$ cat config.mk
export PLATFORM = sky130hd
export DESIGN_NAME = boot_top
export DESIGN_NICKNAME = d
export VERILOG_FILES = /design/src/logic/boot_pkg.sv /design/src/logic/boot_top.sv /design/src/logic/host_mmio.sv /design/src/logic/mem_model.sv /design/src/logic/cmd_router.sv /design/src/logic/nbf_loader.sv /design/src/logic/cfg_loader.sv
export SDC_FILE = /design/constraint.sdc
export NUM_CORES = 2
export LEC_CHECK = 0
export BUFFER_PORTS_ARGS = -buffer_cell sky130_fd_sc_hd__buf_2
export CAP_MARGIN = 15
export CORE_MARGIN = 2
export CORE_UTILIZATION = 57
export DETAILED_ROUTE_END_ITERATION = 8
export PLACE_DENSITY = 0.82
export SYNTH_ARGS = -nofsm -noshare
export SYNTH_HDL_FRONTEND = slang
export SYNTH_SLANG_ARGS = --single-unit
$ cat constraint.sdc
create_clock -name clk_i -period 3.7 [get_ports clk_i]
set_input_delay 0.74 -clock clk_i [delete_from_list [all_inputs] [get_ports clk_i]]
set_output_delay 0.74 -clock clk_i [all_outputs]
set_load 0.01 [all_outputs]
$ cat src/logic/boot_pkg.sv
// Boot subsystem definitions
package boot_pkg;

   localparam int ADDR_W = 32;
   localparam int DATA_W = 32;

   typedef enum logic
   {
      MEM_RD = 1'b0,
      MEM_WR = 1'b1
   } mem_op_e;

   typedef enum logic [1:0]
   {
      NBF_WR   = 2'd0,
      NBF_RD   = 2'd1,
      NBF_DONE = 2'd2
   } nbf_op_e;

   // Shared by commands and responses
   typedef struct packed
   {
      mem_op_e           op;
      logic [ADDR_W-1:0] addr;
      logic [DATA_W-1:0] data;
   } mem_msg_s;

   typedef struct packed
   {
      nbf_op_e           op;
      logic [ADDR_W-1:0] addr;
      logic [DATA_W-1:0] data;
   } nbf_entry_s;

   // MMIO region is MMIO_BASE up to MMIO_BASE + 4 KiB
   localparam logic [ADDR_W-1:0] MMIO_BASE    = 32'h0010_0000;
   localparam int                MMIO_SPAN_W  = 12;
   localparam logic [ADDR_W-1:0] CORE_ID_ADDR = MMIO_BASE + 32'h0;
   localparam logic [ADDR_W-1:0] FREEZE_ADDR  = MMIO_BASE + 32'h4;
   localparam logic [ADDR_W-1:0] FINISH_ADDR  = MMIO_BASE + 32'h8;

   localparam logic [DATA_W-1:0] CFG_CORE_ID = 32'd3;
   localparam int                CFG_LEN     = 1;
   localparam int                CFG_IDX_W   = (CFG_LEN > 1) ? $clog2(CFG_LEN) : 1;
   localparam mem_msg_s [CFG_LEN-1:0] CFG_TABLE =
      {mem_msg_s'{op: MEM_WR, addr: CORE_ID_ADDR, data: CFG_CORE_ID}};

   localparam int MEM_WORDS   = 64;
   localparam int MEM_IDX_W   = $clog2(MEM_WORDS);
   localparam int MEM_LATENCY = 4;
   localparam int MEM_LAT_W   = $clog2(MEM_LATENCY + 1);

   typedef enum logic [1:0]
   {
      CFG_SEND = 2'd0,
      CFG_WAIT = 2'd1,
      CFG_DONE = 2'd2
   } cfg_state_e;

endpackage
$ cat src/logic/boot_top.sv
// Boot subsystem top level
`timescale 1ns/1ps

module boot_top
   import boot_pkg::*;
  (input  logic              clk_i
   , input  logic              arst_n_i

   , input  nbf_entry_s        nbf_i
   , input  logic              nbf_v_i
   , output logic              nbf_ready_o
   , output logic [DATA_W-1:0] nbf_rdata_o
   , output logic              nbf_rdata_v_o
   , output logic              loaded_o

   , output logic              freeze_o
   , output logic              program_finish_o
   );

   mem_msg_s cfg_cmd, cfg_resp, nbf_cmd, nbf_resp;
   mem_msg_s mem_cmd, mem_resp, mmio_cmd, mmio_resp;
   logic     cfg_cmd_v, cfg_cmd_ready, cfg_resp_v, cfg_resp_ready;
   logic     nbf_cmd_v, nbf_cmd_ready, nbf_resp_v, nbf_resp_ready;
   logic     mem_cmd_v, mem_cmd_ready, mem_resp_v, mem_resp_ready;
   logic     mmio_cmd_v, mmio_cmd_ready, mmio_resp_v, mmio_resp_ready;
   logic     cfg_done;

   cfg_loader cfg_loader_i
     (.clk_i(clk_i)
      ,.arst_n_i(arst_n_i)
      ,.cmd_o(cfg_cmd)
      ,.cmd_v_o(cfg_cmd_v)
      ,.cmd_ready_i(cfg_cmd_ready)
      ,.resp_i(cfg_resp)
      ,.resp_v_i(cfg_resp_v)
      ,.resp_ready_o(cfg_resp_ready)
      ,.done_o(cfg_done)
      );

   // NBF entries are held off until the configuration is written
   nbf_loader nbf_loader_i
     (.clk_i(clk_i)
      ,.arst_n_i(arst_n_i)
      ,.start_i(cfg_done)
      ,.nbf_i(nbf_i)
      ,.nbf_v_i(nbf_v_i)
      ,.nbf_ready_o(nbf_ready_o)
      ,.cmd_o(nbf_cmd)
      ,.cmd_v_o(nbf_cmd_v)
      ,.cmd_ready_i(nbf_cmd_ready)
      ,.resp_i(nbf_resp)
      ,.resp_v_i(nbf_resp_v)
      ,.resp_ready_o(nbf_resp_ready)
      ,.rdata_o(nbf_rdata_o)
      ,.rdata_v_o(nbf_rdata_v_o)
      ,.done_o(loaded_o)
      );

   cmd_router cmd_router_i
     (.clk_i(clk_i)
      ,.arst_n_i(arst_n_i)
      ,.cfg_done_i(cfg_done)
      ,.cfg_cmd_i(cfg_cmd)
      ,.cfg_cmd_v_i(cfg_cmd_v)
      ,.cfg_cmd_ready_o(cfg_cmd_ready)
      ,.cfg_resp_o(cfg_resp)
      ,.cfg_resp_v_o(cfg_resp_v)
      ,.cfg_resp_ready_i(cfg_resp_ready)
      ,.nbf_cmd_i(nbf_cmd)
      ,.nbf_cmd_v_i(nbf_cmd_v)
      ,.nbf_cmd_ready_o(nbf_cmd_ready)
      ,.nbf_resp_o(nbf_resp)
      ,.nbf_resp_v_o(nbf_resp_v)
      ,.nbf_resp_ready_i(nbf_resp_ready)
      ,.mem_cmd_o(mem_cmd)
      ,.mem_cmd_v_o(mem_cmd_v)
      ,.mem_cmd_ready_i(mem_cmd_ready)
      ,.mem_resp_i(mem_resp)
      ,.mem_resp_v_i(mem_resp_v)
      ,.mem_resp_ready_o(mem_resp_ready)
      ,.mmio_cmd_o(mmio_cmd)
      ,.mmio_cmd_v_o(mmio_cmd_v)
      ,.mmio_cmd_ready_i(mmio_cmd_ready)
      ,.mmio_resp_i(mmio_resp)
      ,.mmio_resp_v_i(mmio_resp_v)
      ,.mmio_resp_ready_o(mmio_resp_ready)
      );

   mem_model mem_model_i
     (.clk_i(clk_i)
      ,.arst_n_i(arst_n_i)
      ,.cmd_i(mem_cmd)
      ,.cmd_v_i(mem_cmd_v)
      ,.cmd_ready_o(mem_cmd_ready)
      ,.resp_o(mem_resp)
      ,.resp_v_o(mem_resp_v)
      ,.resp_ready_i(mem_resp_ready)
      );

   host_mmio host_mmio_i
     (.clk_i(clk_i)
      ,.arst_n_i(arst_n_i)
      ,.cmd_i(mmio_cmd)
      ,.cmd_v_i(mmio_cmd_v)
      ,.cmd_ready_o(mmio_cmd_ready)
      ,.resp_o(mmio_resp)
      ,.resp_v_o(mmio_resp_v)
      ,.resp_ready_i(mmio_resp_ready)
      ,.freeze_o(freeze_o)
      ,.program_finish_o(program_finish_o)
      );

endmodule

$ cat src/logic/host_mmio.sv
// Host control registers
`timescale 1ns/1ps

module host_mmio
   import boot_pkg::*;
  (input  logic     clk_i
   , input  logic     arst_n_i

   , input  mem_msg_s cmd_i
   , input  logic     cmd_v_i
   , output logic     cmd_ready_o

   , output mem_msg_s resp_o
   , output logic     resp_v_o
   , input  logic     resp_ready_i

   , output logic     freeze_o
   , output logic     program_finish_o
   );

   logic [DATA_W-1:0] core_id_q;
   logic              freeze_q;
   logic              finish_q;
   logic              resp_v_q;
   logic              cmd_accept;
   logic [DATA_W-1:0] rd_data;
   mem_msg_s          resp_q;

   assign cmd_ready_o      = ~resp_v_q;
   assign cmd_accept       = cmd_v_i & cmd_ready_o;
   assign resp_o           = resp_q;
   assign resp_v_o         = resp_v_q;
   assign freeze_o         = freeze_q;
   assign program_finish_o = finish_q;

   always_comb
   begin
      case (cmd_i.addr)
         CORE_ID_ADDR: rd_data = core_id_q;
         FREEZE_ADDR:  rd_data = {{(DATA_W-1){1'b0}}, freeze_q};
         FINISH_ADDR:  rd_data = {{(DATA_W-1){1'b0}}, finish_q};
         default:      rd_data = '0;
      endcase
   end

   always_ff @(posedge clk_i or negedge arst_n_i)
   begin
      if (!arst_n_i)
      begin
         core_id_q <= '0;
         freeze_q  <= 1'b1;
         finish_q  <= 1'b0;
         resp_v_q  <= 1'b0;
      end
      else
      begin
         if (cmd_accept)
         begin
            resp_v_q <= 1'b1;
            if (cmd_i.op == MEM_WR)
            begin
               case (cmd_i.addr)
                  CORE_ID_ADDR: core_id_q <= cmd_i.data;
                  FREEZE_ADDR:  freeze_q  <= cmd_i.data[0];
                  // Any value marks the program finished
                  FINISH_ADDR:  finish_q  <= 1'b1;
                  default:      ;
               endcase
            end
         end
         else if (resp_v_q && resp_ready_i)
            resp_v_q <= 1'b0;
      end
   end

   always_ff @(posedge clk_i)
   begin
      if (cmd_accept)
      begin
         resp_q.op   <= cmd_i.op;
         resp_q.addr <= cmd_i.addr;
         resp_q.data <= (cmd_i.op == MEM_WR) ? '0 : rd_data;
      end
   end

endmodule

$ cat src/logic/mem_model.sv
// Fixed latency word memory
`timescale 1ns/1ps

module mem_model
   import boot_pkg::*;
  (input  logic     clk_i
   , input  logic     arst_n_i

   , input  mem_msg_s cmd_i
   , input  logic     cmd_v_i
   , output logic     cmd_ready_o

   , output mem_msg_s resp_o
   , output logic     resp_v_o
   , input  logic     resp_ready_i
   );

   logic [DATA_W-1:0]    mem_q [MEM_WORDS];
   logic [MEM_IDX_W-1:0] cmd_idx;
   logic [MEM_LAT_W-1:0] cnt_q;
   logic                 busy_q;
   logic                 cmd_accept;
   mem_msg_s             resp_q;

   // Word index, higher address bits alias
   assign cmd_idx     = cmd_i.addr[MEM_IDX_W+1:2];
   assign cmd_ready_o = ~busy_q;
   assign cmd_accept  = cmd_v_i & cmd_ready_o;
   assign resp_v_o    = busy_q & (cnt_q == '0);
   assign resp_o      = resp_q;

   always_ff @(posedge clk_i or negedge arst_n_i)
   begin
      if (!arst_n_i)
      begin
         busy_q <= 1'b0;
         cnt_q  <= '0;
         for (int i = 0; i < MEM_WORDS; i++)
            mem_q[i] <= '0;
      end
      else
      begin
         if (cmd_accept)
         begin
            busy_q <= 1'b1;
            cnt_q  <= MEM_LAT_W'(MEM_LATENCY - 1);
            if (cmd_i.op == MEM_WR)
               mem_q[cmd_idx] <= cmd_i.data;
         end
         else if (busy_q && cnt_q != '0)
            cnt_q <= cnt_q - 1'b1;
         else if (resp_v_o && resp_ready_i)
            busy_q <= 1'b0;
      end
   end

   // Read data is sampled on accept and held until the response leaves
   always_ff @(posedge clk_i)
   begin
      if (cmd_accept)
      begin
         resp_q.op   <= cmd_i.op;
         resp_q.addr <= cmd_i.addr;
         resp_q.data <= (cmd_i.op == MEM_WR) ? '0 : mem_q[cmd_idx];
      end
   end

endmodule

$ cat src/logic/cmd_router.sv
// Load path arbiter and address router
`timescale 1ns/1ps

module cmd_router
   import boot_pkg::*;
  (input  logic     clk_i
   , input  logic     arst_n_i
   , input  logic     cfg_done_i

   , input  mem_msg_s cfg_cmd_i
   , input  logic     cfg_cmd_v_i
   , output logic     cfg_cmd_ready_o
   , output mem_msg_s cfg_resp_o
   , output logic     cfg_resp_v_o
   , input  logic     cfg_resp_ready_i

   , input  mem_msg_s nbf_cmd_i
   , input  logic     nbf_cmd_v_i
   , output logic     nbf_cmd_ready_o
   , output mem_msg_s nbf_resp_o
   , output logic     nbf_resp_v_o
   , input  logic     nbf_resp_ready_i

   , output mem_msg_s mem_cmd_o
   , output logic     mem_cmd_v_o
   , input  logic     mem_cmd_ready_i
   , input  mem_msg_s mem_resp_i
   , input  logic     mem_resp_v_i
   , output logic     mem_resp_ready_o

   , output mem_msg_s mmio_cmd_o
   , output logic     mmio_cmd_v_o
   , input  logic     mmio_cmd_ready_i
   , input  mem_msg_s mmio_resp_i
   , input  logic     mmio_resp_v_i
   , output logic     mmio_resp_ready_o
   );

   mem_msg_s load_cmd;
   mem_msg_s load_resp;
   logic     load_cmd_v;
   logic     load_cmd_ready;
   logic     load_resp_v;
   logic     load_resp_ready;
   logic     cmd_is_mmio;
   logic     owner_mmio_q;

   // Loaders never overlap, so a fixed select on cfg_done is enough
   assign load_cmd        = cfg_done_i ? nbf_cmd_i : cfg_cmd_i;
   assign load_cmd_v      = cfg_done_i ? nbf_cmd_v_i : cfg_cmd_v_i;
   assign load_resp_ready = cfg_done_i ? nbf_resp_ready_i : cfg_resp_ready_i;

   assign cmd_is_mmio =
      (load_cmd.addr[ADDR_W-1:MMIO_SPAN_W] == MMIO_BASE[ADDR_W-1:MMIO_SPAN_W]);

   assign mem_cmd_o      = load_cmd;
   assign mmio_cmd_o     = load_cmd;
   assign mem_cmd_v_o    = load_cmd_v & ~cmd_is_mmio;
   assign mmio_cmd_v_o   = load_cmd_v & cmd_is_mmio;
   assign load_cmd_ready = cmd_is_mmio ? mmio_cmd_ready_i : mem_cmd_ready_i;

   assign cfg_cmd_ready_o = ~cfg_done_i & load_cmd_ready;
   assign nbf_cmd_ready_o = cfg_done_i & load_cmd_ready;

   // Only the target that took the pending command may answer
   assign load_resp         = owner_mmio_q ? mmio_resp_i : mem_resp_i;
   assign load_resp_v       = owner_mmio_q ? mmio_resp_v_i : mem_resp_v_i;
   assign mem_resp_ready_o  = ~owner_mmio_q & load_resp_ready;
   assign mmio_resp_ready_o = owner_mmio_q & load_resp_ready;

   assign cfg_resp_o   = cfg_done_i ? '0 : load_resp;
   assign cfg_resp_v_o = ~cfg_done_i & load_resp_v;
   assign nbf_resp_o   = cfg_done_i ? load_resp : '0;
   assign nbf_resp_v_o = cfg_done_i & load_resp_v;

   always_ff @(posedge clk_i or negedge arst_n_i)
   begin
      if (!arst_n_i)
         owner_mmio_q <= 1'b0;
      else if (load_cmd_v && load_cmd_ready)
         owner_mmio_q <= cmd_is_mmio;
   end

endmodule

$ cat src/logic/nbf_loader.sv
// NBF entry loader
`timescale 1ns/1ps

module nbf_loader
   import boot_pkg::*;
  (input  logic              clk_i
   , input  logic              arst_n_i
   , input  logic              start_i

   , input  nbf_entry_s        nbf_i
   , input  logic              nbf_v_i
   , output logic              nbf_ready_o

   , output mem_msg_s          cmd_o
   , output logic              cmd_v_o
   , input  logic              cmd_ready_i

   , input  mem_msg_s          resp_i
   , input  logic              resp_v_i
   , output logic              resp_ready_o

   , output logic [DATA_W-1:0] rdata_o
   , output logic              rdata_v_o
   , output logic              done_o
   );

   mem_msg_s          entry_q;
   logic [DATA_W-1:0] rdata_q;
   logic              cmd_v_q;
   logic              wait_q;
   logic              done_q;
   logic              rdata_v_q;
   logic              nbf_accept;

   // One entry in flight, from accept until its response returns
   assign nbf_ready_o  = start_i & ~cmd_v_q & ~wait_q & ~done_q;
   assign nbf_accept   = nbf_v_i & nbf_ready_o;

   assign cmd_o        = entry_q;
   assign cmd_v_o      = cmd_v_q;
   assign resp_ready_o = wait_q;
   assign rdata_o      = rdata_q;
   assign rdata_v_o    = rdata_v_q;
   assign done_o       = done_q;

   always_ff @(posedge clk_i or negedge arst_n_i)
   begin
      if (!arst_n_i)
      begin
         cmd_v_q   <= 1'b0;
         wait_q    <= 1'b0;
         done_q    <= 1'b0;
         rdata_v_q <= 1'b0;
      end
      else
      begin
         rdata_v_q <= 1'b0;
         if (nbf_accept)
         begin
            if (nbf_i.op == NBF_DONE)
               done_q <= 1'b1;
            else
               cmd_v_q <= 1'b1;
         end
         if (cmd_v_q && cmd_ready_i)
         begin
            cmd_v_q <= 1'b0;
            wait_q  <= 1'b1;
         end
         if (wait_q && resp_v_i)
         begin
            wait_q    <= 1'b0;
            rdata_v_q <= (entry_q.op == MEM_RD);
         end
      end
   end

   always_ff @(posedge clk_i)
   begin
      if (nbf_accept)
      begin
         entry_q.op   <= (nbf_i.op == NBF_RD) ? MEM_RD : MEM_WR;
         entry_q.addr <= nbf_i.addr;
         entry_q.data <= (nbf_i.op == NBF_RD) ? '0 : nbf_i.data;
      end
      if (wait_q && resp_v_i)
         rdata_q <= resp_i.data;
   end

endmodule

$ cat src/logic/cfg_loader.sv
// Configuration loader
`timescale 1ns/1ps

module cfg_loader
   import boot_pkg::*;
  (input  logic     clk_i
   , input  logic     arst_n_i

   , output mem_msg_s cmd_o
   , output logic     cmd_v_o
   , input  logic     cmd_ready_i

   , input  mem_msg_s resp_i
   , input  logic     resp_v_i
   , output logic     resp_ready_o

   , output logic     done_o
   );

   cfg_state_e           state_q;
   logic [CFG_IDX_W-1:0] idx_q;
   logic                 last_entry;

   assign last_entry = (idx_q == CFG_IDX_W'(CFG_LEN - 1));

   assign cmd_o        = CFG_TABLE[idx_q];
   assign cmd_v_o      = (state_q == CFG_SEND);
   assign resp_ready_o = (state_q == CFG_WAIT);
   assign done_o       = (state_q == CFG_DONE);

   always_ff @(posedge clk_i or negedge arst_n_i)
   begin
      if (!arst_n_i)
      begin
         state_q <= CFG_SEND;
         idx_q   <= '0;
      end
      else
      begin
         case (state_q)
            CFG_SEND:
               if (cmd_ready_i)
                  state_q <= CFG_WAIT;
            CFG_WAIT:
               if (resp_v_i)
               begin
                  if (last_entry)
                     state_q <= CFG_DONE;
                  else
                  begin
                     idx_q   <= idx_q + 1'b1;
                     state_q <= CFG_SEND;
                  end
               end
            default:
               state_q <= CFG_DONE;
         endcase
      end
   end

endmodule

# --- After elaboration in Yosys (flattened, before gate mapping) ---
# Index checks and enable logic that the tools add are counted.
totals:
  register_bits: 2256
  out_inout_bits: 37
  elab_cells: 182
op_classes:
  add_sub_neg: 2
  magnitude_cmp: 3
  eq_ne: 12
  mux: 33
  bitwise_logic: 25
  n_reduce_logical: 24
op_table:
  columns: ["cell", "count"]
  rows:
  - ["$bwmux 2048", 1]
  - ["$bmux 32 s6", 1]
  - ["$demux 32 s6", 1]
  - ["$mux 65", 2]
  - ["$mux 32", 4]
  - ["$eq 32x21->1 const B", 3]
  - ["$pmux 32 s3", 1]
  - ["$eq 20x9->1 const B", 1]
  - ["$mux 1", 17]
  - ["$and 1x1->1", 15]
  - ["$reduce_and 2->1", 6]
  - ["$reduce_bool 2->1", 5]
  - ["$not 1->1", 9]
  - ["$reduce_and 3->1", 3]
  - ["$ge 7x7->1 const B", 1]
  - ["$logic_and 1x1->1", 7]
  - ["$lt 7x1->1 const B", 1]
  - ["$not 6->7", 1]
  - ["$mux 2", 3]
  - ["$mux 3", 2]
  - ["$ne 2x2->1 const B", 3]
  - ["$eq 2x1->1 const B", 2]
  - ["$eq 2x2->1 const B", 2]
  - ["$pmux 2 s2", 1]
  - ["7 further kinds", 7]

# --- Depth between registers and ports, before layout ---
depth:
  word_depth: 9
  mapped_depth: 11
  mapped_depth_nobuf: 8

# --- Hierarchy ---
# A second synthesis with hierarchy kept.
unflattened:
  hier_cells: 6651
  hier_area_um2: 105107.1
modules_own_cells:
  columns: ["mod", "instances", "cells_each", "area_per_inst_um2"]
  rows:
  - ["mem_model", 1, 5837, 94501.9]
  - ["host_mmio", 1, 197, 3801.1]
  - ["nbf_loader", 1, 148, 3325.7]
  - ["cmd_router", 1, 394, 2900.3]
  - ["cfg_loader", 1, 75, 578.1]

# --- Least setup slack after synthesis ---
# OpenSTA, ideal clock, no wires.
synth_path:
  path_type: "register -> register"
  startpoint: "reg cfg_loader_i.state_q[0]"
  endpoint: "reg mem_model_i.resp_q, in the netlist mem_model_i.resp_o[0], enable pin"
  setup_ns: 0.472
  arrival_ns: 3.526
  setup_slack_ns: -0.298
  stages_incl_launch_ff: 6
  synth_period_minus_slack_ns: 3.998
  path_cell_list: "dfrtp_1 nor2b_1 clkbuf_1 o21ai_1 clkbuf_1 nor3_1"
synth_between:
  elab_chain_cells: 6
synth_lines:
  columns: ["item", "line_no", "source"]
  rows:
  - ["from (decl)", "cfg_loader.sv:20", "cfg_state_e state_q;"]
  - ["from (signal assigned)", "cfg_loader.sv:35", "state_q <= CFG_SEND;"]
  - ["from (signal assigned)", "cfg_loader.sv:43", "state_q <= CFG_WAIT;"]
  - ["from (signal assigned)", "cfg_loader.sv:48", "state_q <= CFG_DONE;"]
  - ["$eq 2x2->1", "cfg_loader.sv:29", "assign done_o = (state_q == CFG_DONE);"]
  - ["$mux 65", "cmd_router.sv:49", "assign load_cmd = cfg_done_i ? nbf_cmd_i : cfg_cmd_i;"]
  - ["$eq 20x9->1", "cmd_router.sv:54", "(load_cmd.addr[ADDR_W-1:MMIO_SPAN_W] == MMIO_BASE[ADDR_W-1:MMIO_SPAN_W]);"]
  - ["$not 1->1", "cmd_router.sv:58", "assign mem_cmd_v_o = load_cmd_v & ~cmd_is_mmio;"]
  - ["$and 1x1->1 (*)", "cmd_router.sv:58", null]
  - ["$and 1x1->1 (*)", "mem_model.sv:28", "assign cmd_accept = cmd_v_i & cmd_ready_o;"]
  - ["named net mem_model_i.cmd_accept", "mem_model.sv:22", "logic cmd_accept;"]
  - ["to (decl)", "mem_model.sv:23", "mem_msg_s resp_q;"]
# Mark *: on every way through the listed nets, which the timed path passes. The rest lies on a longest branch.
# A chain may end at the register's enable or synchronous reset.

# --- Worst setup path after layout ---
layout_path:
  startpoint: "reg nbf_loader_i.entry_q, in the netlist nbf_loader_i.cmd_o[37]"
  endpoint: "reg mem_model_i.resp_q, in the netlist mem_model_i.resp_o[5] (data pin)"
layout_between:
  elab_chain_cells: 5
layout_lines:
  columns: ["item", "line_no", "source"]
  rows:
  - ["from (decl)", "nbf_loader.sv:27", "mem_msg_s entry_q;"]
  - ["$mux 65", "cmd_router.sv:49", null]
  - ["$not 6->7 (implied by the code)", "mem_model.sv:64", "resp_q.data <= (cmd_i.op == MEM_WR) ? '0 : mem_q[cmd_idx];"]
  - ["$bmux 32 s6", "mem_model.sv:64", null]
  - ["$mux 32 (implied by the code) (2 in a row)", "mem_model.sv:64", null]
# Every way passes these cells. The select of a mux whose other input is x is not followed.

==> results.sh <==
export IMPL_antenna_found_initial=12
export IMPL_core_area_mm2=0.172
export IMPL_drt_wl_total_um=333000
export IMPL_die_height_um=419
export IMPL_max_slew_margin_pct=18.6
export IMPL_ys_seq_area_share_pct=58.2
export IMPL_gp_congestion=0.970
export IMPL_period_share_pct=99.6
export IMPL_stdcell_area_mm2=0.109
export IMPL_grt_pass1_wl_um=504000
export IMPL_via_count=82633
export IMPL_cts_sinks=2255
export IMPL_drc_errors=0
export IMPL_ys_seq_elements=2255
export IMPL_min_from="nbf_i[40]"
export IMPL_clock_latency_ns=0.91
export IMPL_drv_cap=0
export IMPL_r2r_start="nbf_loader_i.cmd_o[37]"
export IMPL_first_global_vias=82283
export IMPL_cts_setup_buffers=0
export IMPL_die_w_um=419
export IMPL_setup_violations=0
export IMPL_rsz0062_at_grt="false"
export IMPL_whs_endpoint="nbf_loader_i.cmd_o[40]"
export IMPL_synthAdderAreaFrac_pct=0.0255
export IMPL_io_buffers=105
export IMPL_cts_inserted_buffers=213
export IMPL_synthArstFlopShare_pct=92.9
export IMPL_worstPathRequired_ns=4.27
export IMPL_hold_violations=0
export IMPL_gr_total_overflow=0
export IMPL_yosys_area_share_simple_pct=11.6
export IMPL_hold_path_class="in2reg"
export IMPL_ff2ff_path_depth=6
export IMPL_path_class="reg2reg"
export IMPL_worst_pin_slew_ns=1.22
export IMPL_synth_area_mm2=0.0983
export IMPL_p_per_area_mw_per_mm2=539
export IMPL_cp_max_fo=14
export IMPL_h_tree_depth=4
export IMPL_root_buffer="clkbuf_16"
export IMPL_path_clk_slew_ns=0.07
export IMPL_end_kind="register"
export IMPL_postRouteAntennaNets=0
export IMPL_critPathArrivalTime_ns=4.26
export IMPL_startpoint_type="register"
export IMPL_synth_top_family_by_area="compound AO/OA/AOI/OAI gates"
export IMPL_num_rows=152
export IMPL_yosysWarnings=0
export IMPL_regToRegEndpoint="mem_model_i.resp_o[5]"
export IMPL_hold_depth=1
export IMPL_dpl_hpwl_um=199000
export IMPL_nNetsFinal=9790
export IMPL_power_leakage_nw=48.0
export IMPL_fin_crit_ns=3.69
export IMPL_synth_top_cell_area_share_pct=53.3
export IMPL_vias_per_cell=6.76
export IMPL_synth_mux_area_share_pct=5.70
export IMPL_synth_xor_area_share_pct=0
export IMPL_syn_inst=10050
export IMPL_ios=106
export IMPL_cts_path_max_buffers=3
export IMPL_post_dp_cell_area_mm2=0.102
export IMPL_setup_tns_final_ns=0
export IMPL_status="finished, final reports clean"
export IMPL_peakVddDrop_v=0.000451
export IMPL_ys_flop_type="dfrtp_1"
export IMPL_track_usage_pct=38.0
export IMPL_wl_per_cell_um=27.3
export IMPL_max_freq_mhz=271
export IMPL_drv_slew=0
export IMPL_netlist_top_cells_area="dfrtp_1, o21ai_0, nand2_1"
export IMPL_synthToLayoutAreaGrowth_pct=11.1
export IMPL_synth_edf_count=161
export IMPL_drive_gt1_share_pct=11.0
export IMPL_synth_compound_area_share_pct=20.2
export IMPL_grt_max_degree=162
export IMPL_ys_types=77
export IMPL_start_util_pct=57.3
export IMPL_dr_pass1_iters=7
export IMPL_die_area_mm2=0.176
export IMPL_cts_tree="done"
export IMPL_drt_iter0_drc=11242
export IMPL_r2r_slack_ns=0.01
export IMPL_syn_area_per_cell_um2=9.78
export IMPL_syn_num_nets=10121
export IMPL_synth_top_area_cell="dfrtp_1"
export IMPL_finClkSkew_ns=0.0567
==> worst max-delay path by stage <==
stage,start,end,slack [ns],depth (start not counted)
6_report,nbf_loader_i.cmd_o[37],mem_model_i.resp_o[5],0.01,6
5_1_grt,cfg_loader_i.state_q[0],nbf_ready_o,0.05,6
4_1_cts,cfg_loader_i.state_q[1],nbf_ready_o,0.11,6
3_5_place_dp,nbf_loader_i.cmd_o[35],mem_model_i.resp_o[5],0.40,8
3_3_place_gp,nbf_loader_i.cmd_o[35],mem_model_i.resp_o[5],0.46,8
2_1_floorplan,cfg_loader_i.state_q[0],nbf_loader_i.cmd_o[0],0.02,9
==> cell families after synthesis <==
logic type,Yosys count
compound gates,3383
flops,2255
buf+inv,1076
simple gates,2813
fa+ha+maj,2
mux,521
==> layer usage <==
metal	vias up	wire, um	GRT usage [%]	part of all wire, %
li1	34624	-	-	-
met4	8	30800	28.8	9.2
met5	-	92	0.194	0.028
met2	6145	140000	54.8	42
met1	40159	116000	47.8	35
met3	1697	46800	12.3	14
==> final cells by class <==
type                       count  area [um^2]
fill                       12904        62300
sequential                  2255        57200
multi-input combinational   6719        37200
clock buffer                 329         6460
timing repair buffer         490         4400
tap                         2310         2890
clock inverter                68          811
inverter                      40          155
antenna                       11         27.5
==> sequential cells by signal, summed over array words and instances, names as in the netlist, 2 cells and up <==
| signal | flops |
|---|---|
| mem_model_i.mem_q | 2048 |
| nbf_loader_i.cmd_o | 65 |
| host_mmio_i.core_id_q | 32 |
| host_mmio_i.resp_o | 32 |
| mem_model_i.resp_o | 32 |
| nbf_loader_i.rdata_o | 32 |
| mem_model_i.cnt_q | 3 |
| cfg_loader_i.state_q | 2 |
==> placed cells by master, fill, tap and decap left out, drive strengths merged, types with 15 or more instances in the layout <==
master and count:
or4 18, clkbuf 329, a221oi 287, a21oi 197
o21ai 2334, and2 41, buf 489, nand2 2348
o2bb2ai 47, nor4 34, a2bb2oi 62, o221ai 86
a22o 16, o211ai 67, nor2 122, a22oi 55
and3 26, a31oi 29, or2 16, mux2i 394
a32oi 15, edfxtp 161, nor2b 18, mux2 107
mux4 20, dfrtp 2093, nand2b 16, a211o 15
a221o 35, inv 49, clkinv 43, o22ai 39
a211oi 25, nand3 109
==> worst max-delay path, stage by stage, from the launching register on <==
cell,delay [ns]
edfxtp_1,0.80
buf_4,0.50
nand2b_1,0.36
nor2_1,0.49
a21oi_1,0.10
a32oi_1,0.90
o31ai_1,0.21
==> where the power goes <==
part | leakage, nW | internal, mW | switching, mW | total (mW)
combinational | 13.7 | 2.42 | 5.89 | 8.31
clock | 3.60 | 12.9 | 9.82 | 22.7
sequential | 30.7 | 26.8 | 1.06 | 27.8
==> stage by stage <==
step	hold WS (ns)	power, mW	setup WS [ns]	utilization (%)	instances
finish	0.0190	58.8	0.0134	63.7	12222
global route	0.00365	60.4	0.0543	63.6	12213
CTS	0.00196	58.4	0.114	63.6	12210
detailed placement	0.463	36.1	0.403	59.4	11812
global placement	0.454	35.7	0.457	59.4	11811
floorplan	0.441	32.3	0.0230	-	10050
==> what timing repair did <==
item | CTS | global route
hold buffers | 1 | 0
hold endpoints to repair | 43 | 0
resized for setup | 1 | 0
endpoints found under the setup margin | 1 | 0
==> synthesized netlist by cell type, types with 16 or more instances <==
cell	count
nor2b_1	18
nand2b_1	16
a22o_1	16
a22oi_1	55
buf_1	73
o21ai_1	41
inv_1	38
buf_2	87
a211oi_1	25
and3_1	26
nand3_1	109
or2_2	16
a221o_1	35
mux4_2	20
o211ai_1	67
nor4_1	33
a21oi_1	197
or4_1	17
o2bb2ai_1	47
edfxtp_1	161
o21ai_0	2293
nand2_1	2340
clkbuf_1	875
a31oi_1	29
nor2_1	122
a221oi_1	287
o221ai_1	86
and2_1	41
a2bb2oi_1	62
o22ai_1	39
dfrtp_1	2093
mux2i_1	394
mux2_2	107
No activity file was read; power rests on OpenSTA's default activity.
